### config.mk
export PLATFORM = sky130hd
export DESIGN_NAME = shape_bank
export DESIGN_NICKNAME = d
export VERILOG_FILES = /design/src/common/sync_shape_pkg.sv /design/src/rtl/sync_shape/shape_ram.sv /design/src/rtl/sync_shape/shape_bank.sv
export SDC_FILE = /design/constraint.sdc
export NUM_CORES = 2
export LEC_CHECK = 0
export CORE_ASPECT_RATIO = 1.75
export CORE_MARGIN = 5
export CORE_UTILIZATION = 60
export CTS_CLUSTER_DIAMETER = 30
export CTS_CLUSTER_SIZE = 12
export DETAILED_ROUTE_END_ITERATION = 16
export DONT_BUFFER_PORTS = 1
export HOLD_SLACK_MARGIN = 0.02
export PLACE_DENSITY_LB_ADDON = 0.2
export SLEW_MARGIN = 15
export SYNTH_ARGS = -nofsm -noshare
export SYNTH_HDL_FRONTEND = slang
export SYNTH_HIERARCHICAL = 1
export SYNTH_SLANG_ARGS = --single-unit
export TNS_END_PERCENT = 10
### constraint.sdc
create_clock -name clk -period 6.5 [get_ports clk]
set_input_delay 0.65 -clock clk [delete_from_list [all_inputs] [get_ports clk]]
set_output_delay 0.65 -clock clk [all_outputs]
set_load 0.005 [all_outputs]
### src/common/sync_shape_pkg.sv
/*
 * Shared types and default sizes for the activation shape synchronizer.
 * Modules pull these in with a wildcard import in their header.
 */

package sync_shape_pkg;

    // ============================================================
    // Activation data
    // ============================================================

    // Width of one activation element
    localparam int ACT_W = 8;

    // One activation, as seen on a single row of the array edge
    typedef logic [ACT_W-1:0] act_t;

    // ============================================================
    // Default sizes
    // ============================================================

    // Independent banks at the array edge
    localparam int DEF_NUM_BANK = 4;

    // Rows per activation vector
    localparam int DEF_NUM_ROW = 16;

    // RAM address width, depth is 2**DEF_ADDR_WIDTH
    // Depth must cover at least one full skew window of NUM_ROW words
    localparam int DEF_ADDR_WIDTH = 4;

    // ============================================================
    // Output stage of a row RAM
    // ============================================================

    // RD_IDLE: nothing held
    // RD_HOLD: read word parked until the consumer takes it
    typedef enum logic {
        RD_IDLE = 1'b0,
        RD_HOLD = 1'b1
    } rd_state_e;

endpackage : sync_shape_pkg

### src/rtl/sync_shape/shape_ram.sv
/*
 * Row RAM of one bank: one write port, one registered read port.
 * The read word sits in an output register under valid/ready until taken.
 * A new read may only be issued when the output stage is free or drained.
 */

`timescale 1ns/1ps

module shape_ram
    import sync_shape_pkg::*;
#(
    parameter int ADDR_WIDTH = DEF_ADDR_WIDTH
) (
    input  logic                  clk,
    input  logic                  rst_n,
    input  logic                  clear_i,
    // Write port
    input  logic                  wr_en_i,
    input  logic [ADDR_WIDTH-1:0] wr_addr_i,
    input  act_t                  wr_data_i,
    // Read request
    input  logic                  rd_req_i,
    input  logic [ADDR_WIDTH-1:0] rd_addr_i,
    // Read data out, valid/ready
    input  logic                  rd_rdy_i,
    output act_t                  rd_data_o,
    output logic                  rd_vld_o
);

    localparam int DEPTH = 1 << ADDR_WIDTH;

    // ============================================================
    // Storage
    // ============================================================

    act_t      mem [DEPTH];
    act_t      rd_data_q;
    rd_state_e state_q;

    // Plain write, no read-during-write bypass needed
    // (bank never reads a slot on the cycle it writes it)
    always_ff @(posedge clk) begin
        if (wr_en_i) begin
            mem[wr_addr_i] <= wr_data_i;
        end
    end

    // Registered read, doubles as the hold register
    always_ff @(posedge clk) begin
        if (rd_req_i) begin
            rd_data_q <= mem[rd_addr_i];
        end
    end

    // ============================================================
    // Output stage
    // ============================================================

    always_ff @(posedge clk or negedge rst_n) begin
        if (!rst_n) begin
            state_q <= RD_IDLE;
        end else if (clear_i) begin
            state_q <= RD_IDLE;
        end else begin
            case (state_q)
                RD_IDLE: begin
                    if (rd_req_i) begin
                        state_q <= RD_HOLD;
                    end
                end
                RD_HOLD: begin
                    // Taken and no refill behind it
                    if (rd_rdy_i && !rd_req_i) begin
                        state_q <= RD_IDLE;
                    end
                end
                default: state_q <= RD_IDLE;
            endcase
        end
    end

    assign rd_data_o = rd_data_q;
    assign rd_vld_o  = (state_q == RD_HOLD);

    // A held word must not be overwritten by a new read
    assert property (@(posedge clk) disable iff (!rst_n)
        (state_q == RD_HOLD && !rd_rdy_i) |-> !rd_req_i)
        else $error("shape_ram: read issued over a held word");

endmodule : shape_ram

### src/rtl/sync_shape/shape_bank.sv
/*
 * One bank of the shape synchronizer.
 * Row j of each input vector goes to its own RAM at the write pointer minus j,
 * all rows are read at one common read pointer, which removes the diagonal skew.
 * A word is read once NUM_ROW vectors are pending; input stalls at full depth.
 */

`timescale 1ns/1ps

module shape_bank
    import sync_shape_pkg::*;
#(
    parameter int NUM_ROW    = DEF_NUM_ROW,
    parameter int ADDR_WIDTH = DEF_ADDR_WIDTH
) (
    input  logic                      clk,
    input  logic                      rst_n,
    input  logic                      clear_i,
    // Skewed input vectors
    input  act_t [NUM_ROW-1:0]        din_data_i,
    input  logic                      din_vld_i,
    output logic                      din_rdy_o,
    // Aligned output words
    output act_t [NUM_ROW-1:0]        out_data_o,
    output logic                      out_vld_o,
    input  logic                      out_rdy_i
);

    // ============================================================
    // Sizes
    // ============================================================

    // RAM depth in words
    localparam int DEPTH = 1 << ADDR_WIDTH;
    // Pending counter must reach DEPTH itself
    localparam int CNT_W = ADDR_WIDTH + 1;

    // ============================================================
    // Control state
    // ============================================================

    logic [ADDR_WIDTH-1:0] wr_ptr;
    logic [ADDR_WIDTH-1:0] rd_ptr;
    // Vectors written minus words read
    logic [CNT_W-1:0]      pending;

    logic                  full;
    logic                  push;
    logic                  pop;

    // Per-row write address and read valid
    logic [ADDR_WIDTH-1:0] wr_addr [NUM_ROW];
    logic [NUM_ROW-1:0]    row_vld;

    // Full once every slot of the depth holds a pending word
    assign full      = (pending == CNT_W'(DEPTH));
    assign din_rdy_o = !full;
    assign push      = din_vld_i && din_rdy_o;

    // Enough vectors for a complete word, and the output stage
    // is empty or being taken on this edge
    assign pop = (pending >= CNT_W'(NUM_ROW)) && (!out_vld_o || out_rdy_i);

    // Rows share their controls so the valids move in lockstep
    assign out_vld_o = &row_vld;

    // Write pointer steps once per accepted vector
    always_ff @(posedge clk or negedge rst_n) begin
        if (!rst_n) begin
            wr_ptr <= '0;
        end else if (clear_i) begin
            wr_ptr <= '0;
        end else if (push) begin
            wr_ptr <= wr_ptr + 1'b1;
        end
    end

    // Read pointer steps once per issued read
    always_ff @(posedge clk or negedge rst_n) begin
        if (!rst_n) begin
            rd_ptr <= '0;
        end else if (clear_i) begin
            rd_ptr <= '0;
        end else if (pop) begin
            rd_ptr <= rd_ptr + 1'b1;
        end
    end

    // Pending count holds when push and pop coincide
    always_ff @(posedge clk or negedge rst_n) begin
        if (!rst_n) begin
            pending <= '0;
        end else if (clear_i) begin
            pending <= '0;
        end else if (push && !pop) begin
            pending <= pending + 1'b1;
        end else if (pop && !push) begin
            pending <= pending - 1'b1;
        end
    end

    // ============================================================
    // Row RAMs
    // ============================================================

    for (genvar j = 0; j < NUM_ROW; j++) begin : g_row

        // Row j of vector m lands in slot m-j
        // so word k collects row j from vector k+j
        assign wr_addr[j] = wr_ptr - ADDR_WIDTH'(j);

        shape_ram #(
            .ADDR_WIDTH (ADDR_WIDTH)
        ) i_ram (
            .clk       (clk),
            .rst_n     (rst_n),
            .clear_i   (clear_i),
            .wr_en_i   (push),
            .wr_addr_i (wr_addr[j]),
            .wr_data_i (din_data_i[j]),
            .rd_req_i  (pop),
            .rd_addr_i (rd_ptr),
            .rd_rdy_i  (out_rdy_i),
            .rd_data_o (out_data_o[j]),
            .rd_vld_o  (row_vld[j])
        );
    end

    // ============================================================
    // Checks
    // ============================================================

    // Counter never runs past the RAM depth
    assert property (@(posedge clk) disable iff (!rst_n)
        pending <= CNT_W'(DEPTH))
        else $error("shape_bank: pending count above depth");

    // Pointers meet with words pending only when the RAM is full
    // so a push there would overwrite an unread slot
    assert property (@(posedge clk) disable iff (!rst_n)
        (push && pending != '0) |-> (wr_ptr != rd_ptr))
        else $error("shape_bank: vector accepted while full");

    // Depth must hold a whole skew window
    assert property (@(posedge clk) DEPTH >= NUM_ROW)
        else $error("shape_bank: RAM depth below NUM_ROW");

endmodule : shape_bank

---- Word-level counts from Yosys, hierarchy flattened ----
Memory sizes are Yosys's and may differ from the RTL's. A register that Yosys moved wholly into a read port is not among the register bits.
Cells that the tools add are included.
storage, ports and cells
  bits in registers ....................... 29
  RAM bits ................................ 2048
  input port bits ......................... 133
  output and inout bits ................... 130
  logic and storage cells ................. 129
  memories kept ........................... 16
cells by class
  add/subtract/negate cells ............... 19
  $lt $le $gt $ge ......................... 1
  equal/unequal tests ..................... 1
  mux-type cells .......................... 43
  bitwise operators ....................... 16
  reductions and logical operators ........ 14
memories
  memory               words  bits a word  rd ports  clocked after Yosys merged registers in  write ports  line             RTL
  g_row[0].i_ram.mem   16     8            1         1                                        1            shape_ram.sv:36  act_t mem [DEPTH];
  g_row[10].i_ram.mem  16     8            1         1                                        1            shape_ram.sv:36
  g_row[11].i_ram.mem  16     8            1         1                                        1            shape_ram.sv:36
  g_row[12].i_ram.mem  16     8            1         1                                        1            shape_ram.sv:36
  g_row[13].i_ram.mem  16     8            1         1                                        1            shape_ram.sv:36
  g_row[14].i_ram.mem  16     8            1         1                                        1            shape_ram.sv:36
  +10 memories         --     --           --        --                                       --           --
operators with widths
  kind                                                                 number
  1-bit one-hot mux with 2 select lines                                16
  4-bit subtractor (second input constant)                             8
  1-bit two-way mux                                                    20
  4-bit two-way mux                                                    4
  1-bit inverter                                                       16
  16-bit AND reduction                                                 1
  4-bit by 3-bit subtractor with 4-bit output (second input constant)  4
  5-bit two-way mux                                                    3
  4-bit by 1-bit adder with 4-bit output (second input constant)       2
  4-bit by 2-bit subtractor with 4-bit output (second input constant)  2
  5-bit by 1-bit adder with 5-bit output (second input constant)       1
  5-bit == test (second input constant)                                1
  5-bit greater-or-equal comparator (second input constant)            1
  1-bit logical AND                                                    5
  5-bit by 1-bit subtractor with 5-bit output (second input constant)  1
  1-bit zero test                                                      4
  2-bit nonzero test                                                   2
  4-bit by 1-bit subtractor with 4-bit output (second input constant)  1
  3-bit nonzero test                                                   1
  1-bit logical OR                                                     1

---- Depth between registers and ports, before layout ----
  word-level depth ........................ 9
  mapped depth ............................ 10
  depth with buffers taken out ............ 10

---- Modules after synthesis ----
Netlist, hierarchy kept.
by module, submodules not included
  module      times used  cells each  area each (µm²)  seq. area each (µm²)
  shape_ram   16          233         5265.0           4108.9
  shape_bank  1           123         1122.3           325.3

---- Worst setup path before layout ----
No wires, ideal clock.
  path type ............................... register to register
  start ................................... register wr_ptr[0]
  end ..................................... memory g_row[1].i_ram/mem[0][0] (netlist bit), enable pin
  setup time .............................. 0.384 ns
  data arrival time ....................... 4.249 ns
  data required time ...................... 6.116 ns
  setup slack ............................. 1.868 ns
  cell stages (with the launch flop) ...... 7
  buffers on the path ..................... 0
  period minus slack after synthesis ...... 4.632 ns
  path through ............................ dfrtp_1 -> inv_1 -> ha_1 -> xnor2_1 -> inv_1 -> or3b_2 -> nor3_1
on the way
  word-level cells in the longest chain between the ends .. 1
RTL lines
  element                                      line               RTL
  from (decl)                                  shape_bank.sv:42   logic [ADDR_WIDTH-1:0] wr_ptr;
  from (signal assigned)                       shape_bank.sv:74   wr_ptr <= wr_ptr + 1'b1;
  4-bit by 1-bit subtractor with 4-bit output  shape_bank.sv:110  assign wr_addr[j] = wr_ptr - ADDR_WIDTH'(j);
  to (decl)                                    shape_ram.sv:36
Every way passes these cells.

==> impl_metrics.py <==
metrics = {
    "run_status": {
        "outcome": "finished, final reports clean",
    },
    "timing": {
        "rsz0062_at_grt": "false",
        "tightest_slew_ns": 1.19,
        "min_period_ns": 4.32,
        "final_max_slew_viol_count": 0,
        "timing.fmax_mhz": 232,
        "maxSlewHeadroom_pct": 20.3,
        "fin_tns_setup_ns": 0,
        "hold_viol": 0,
        "skew_ns": 0.0644,
        "fin_crit_sh_pct": 66.4,
        "setup_viol": 0,
    },
    "logic_synthesis": {
        "ys_seq_area_share_pct": 77.4,
        "netlist_area_um2": 85400,
        "synth_area_leaders": "edfxtp_1, mux4_2, mux4_1, a22oi_1, nor2_1",
        "yosysTopAreaCellShare_pct": 76.5,
        "synth_ff_type": "edfxtp_1",
        "syn_inst": 3851,
        "synth.distinct_cells": 45,
        "ys_warn_count": 6,
        "ys_ff_latch": 2205,
        "synth_area_per_cell_um2": 22.2,
        "synth_top_area_cell": "edfxtp_1",
        "synth-edff-count": 2176,
        "async_flop_share_pct": 1.32,
        "syn_nets": 3996,
    },
    "floorplan": {
        "pin_count": 263,
        "die_h_um": 509,
        "core_um2": 142000,
        "die_w_um": 295,
        "initial_utilization_pct": 60.2,
        "dieArea_um2": 150000,
        "rows": 183,
    },
    "clock_network": {
        "path_clk_slew_ns": 0.06,
        "cts.sink_count": 2205,
        "worstSkewPairLatency_ns": 0.92,
        "h-tree-depth": 5,
        "cts_max_path_buffers": 4,
        "post-cts-setup-buffers": 0,
        "cts_root_buf": "clkbuf_16",
        "cts_buffers": 284,
        "cts_resized": 0,
        "cts_tree": "built",
        "postCtsHoldBufs": 133,
    },
    "layout": {
        "drive_gt1_share_pct": 18.7,
        "fill_cells": 8444,
        "nets": 4315,
        "area_delta_synth_final_pct": 13.9,
        "fin_util_pct": 68.6,
    },
    "drt": {
        "first_iter_violations": 3305,
        "routed_wl_mm": 182,
        "wire_per_inst_um": 29.3,
        "via_per_inst": 6.35,
        "drcViolationCount": 0,
        "ant_nets": 0,
        "via_count": 39385,
        "drtPass1Iterations": 6,
    },
    "grt": {
        "grt_max_degree": 133,
        "antenna_found_initial": 17,
        "grt_usage_pct": 24.3,
        "grt-ovfl-total": 0,
        "grt_pass1_wl_mm": 268,
        "grt_pass1_vias": 41395,
    },
    "pwr": {
        "p_comb_share_pct": 9.0,
        "p_int_mw": 26.7,
        "cellLeakagePower_nw": 30.7,
        "seqPwrFrac_pct": 48.1,
        "clkPwrFrac_pct": 42.9,
        "p_sw_share_pct": 22.3,
        "ir_drop_v": 0.000303,
        "p_per_area_nw_per_um2": 353,
        "p_sw_mw": 7.64,
    },
    "setup_path": {
        "end_kind": "flop",
        "critPathKind": "reg2reg",
        "cp_max_fo": 15,
        "critical_path_required_ns": 7.01,
        "start_kind": "flop",
        "cp.arrival_ns": 4.83,
        "r2r_slack_ns": 2.18,
    },
    "place": {
        "dpl.hpwl_mm": 114,
        "gp_congestion": 0.829,
        "portBuffers": 0,
    },
    "hold_path": {
        "hp-class": "in2reg",
    },
    "job": {
        "drv_cap": 0,
    },
}
Yosys cell counts, types with 2 or more instances:
cell type,n
buf_6,48
nand4_1,7
ha_1,11
xor2_1,7
buf_4,16
and2b_1,16
o211ai_2,3
or3b_2,16
dfrtp_1,29
inv_1,34
clkdlybuf4s25_2,48
nor2_1,231
nor2b_1,17
nand3_1,18
a21o_1,4
a21oi_1,26
edfxtp_1,2176
clkbuf_1,3
mux4_2,288
a22oi_1,256
nand3b_1,32
and2_1,16
nor4_1,2
nor3_2,4
mux4_1,224
buf_2,49
nand2_1,149
nor3_1,64
xnor2_1,9
nand2b_1,33
sequential cells by signal, indices dropped and copies added, names as in the netlist:
| register | flops |
|---|---|
| g_row.i_ram/mem | 2048 |
| wr_ptr | 4 |
| g_row.i_ram/rd_vld_o | 16 |
| pending | 5 |
| g_row.i_ram/rd_data_o | 128 |
| rd_ptr | 4 |
stage by stage:
step | setup WS [ns] | power (mW) | hold WS [ns] | instance area (um^2) | std cells
after detailed placement | 2.06 | 19.6 | 0.361 | 86900 | 5601
after global routing | 1.96 | 35.4 | 0.0654 | 97200 | 6195
final | 2.18 | 34.3 | 0.0993 | 97200 | 6203
after floorplan | 1.87 | 18.9 | 0.354 | 85400 | 3851
after CTS | 2.11 | 34.6 | 0.0254 | 97100 | 6186
after global placement | 2.21 | 19.6 | 0.360 | 86900 | 5601
path summary, 6_finish.rpt:
check / from / cells past startpoint / end
setup / recovery: wr_ptr[2]$_DFFE_PN0P_ / 7 / g_row[3].i_ram/mem[0][7]$_DFFE_PP_
hold / removal: out_rdy_i / 3 / rd_ptr[2]$_DFFE_PN0P_
setup reg to reg: wr_ptr[2]$_DFFE_PN0P_ / 7 / g_row[3].i_ram/mem[0][7]$_DFFE_PP_
hold reg to reg: g_row[2].i_ram/rd_vld_o$_DFF_PN0_ / 2 / g_row[2].i_ram/rd_vld_o$_DFF_PN0_
max in group asynchronous: rst_n / 2 / rd_ptr[1]$_DFFE_PN0P_
min in group asynchronous: rst_n / 2 / g_row[1].i_ram/rd_vld_o$_DFF_PN0_
power by group through the flow:
stage,logic [mW],clock network (mW),registers (mW)
3_5_place_dp,2.84,0,16.8
2_1_floorplan,2.19,0,16.7
3_3_place_gp,2.82,0,16.8
4_1_cts,3.13,15.0,16.5
6_report,3.10,14.7,16.5
5_1_grt,3.29,15.6,16.5
layout make-up:
cell class,instances,area (um^2),area share (%)
clock inverters,133,1500,1.54
repair buffers,197,1900,1.96
inverters,34,134,0.138
flip-flops and latches,2205,66100,68.0
clock buffers,319,7350,7.57
multi-input cells,1448,17900,18.4
well taps,1850,2310,2.38
diodes,17,42.5,0.0438
worst max-delay path, stage by stage, from the launching register on:
cell and delay, ns:
dfrtp_1 0.57, inv_1 0.47, ha_1 0.24, a21oi_1 0.08, xnor2_1 0.91, inv_1 0.22
or3b_2 0.55, nor3_1 0.91
cell families after synthesis:
logic type | synth area share (%)
xor+xnor | 0.164
simple gates | 3.38
mux | 14.5
flops | 77.4
fa+ha+maj | 0.185
buf+inv | 1.79
compound gates | 2.59
layout by cell type (no fill, tap or decap), types with 28 or more instances in the layout:
cell type / instances
a22oi_1: 256
buf_4: 57
clkbuf_1: 28
clkbuf_16: 288
clkinv_2: 29
dlygate4sd3_1: 131
edfxtp_1: 2176
inv_1: 30
mux4_1: 224
mux4_2: 288
nand2_1: 149
nand2b_1: 33
nand3b_1: 32
nor2_1: 231
nor3_1: 44
layer usage:
| metal | global-route usage (%) | vias up | part of all wire [%] |
|---|---|---|---|
| met5 | 0 | - | 0.019 |
| met4 | 9.48 | 6 | 3.9 |
| met3 | 4.88 | 390 | 6.3 |
| met2 | 43.3 | 1508 | 54 |
| met1 | 29.6 | 20477 | 35 |
| li1 | - | 17004 | - |
Note: power is estimated with default switching activity, not from simulation.
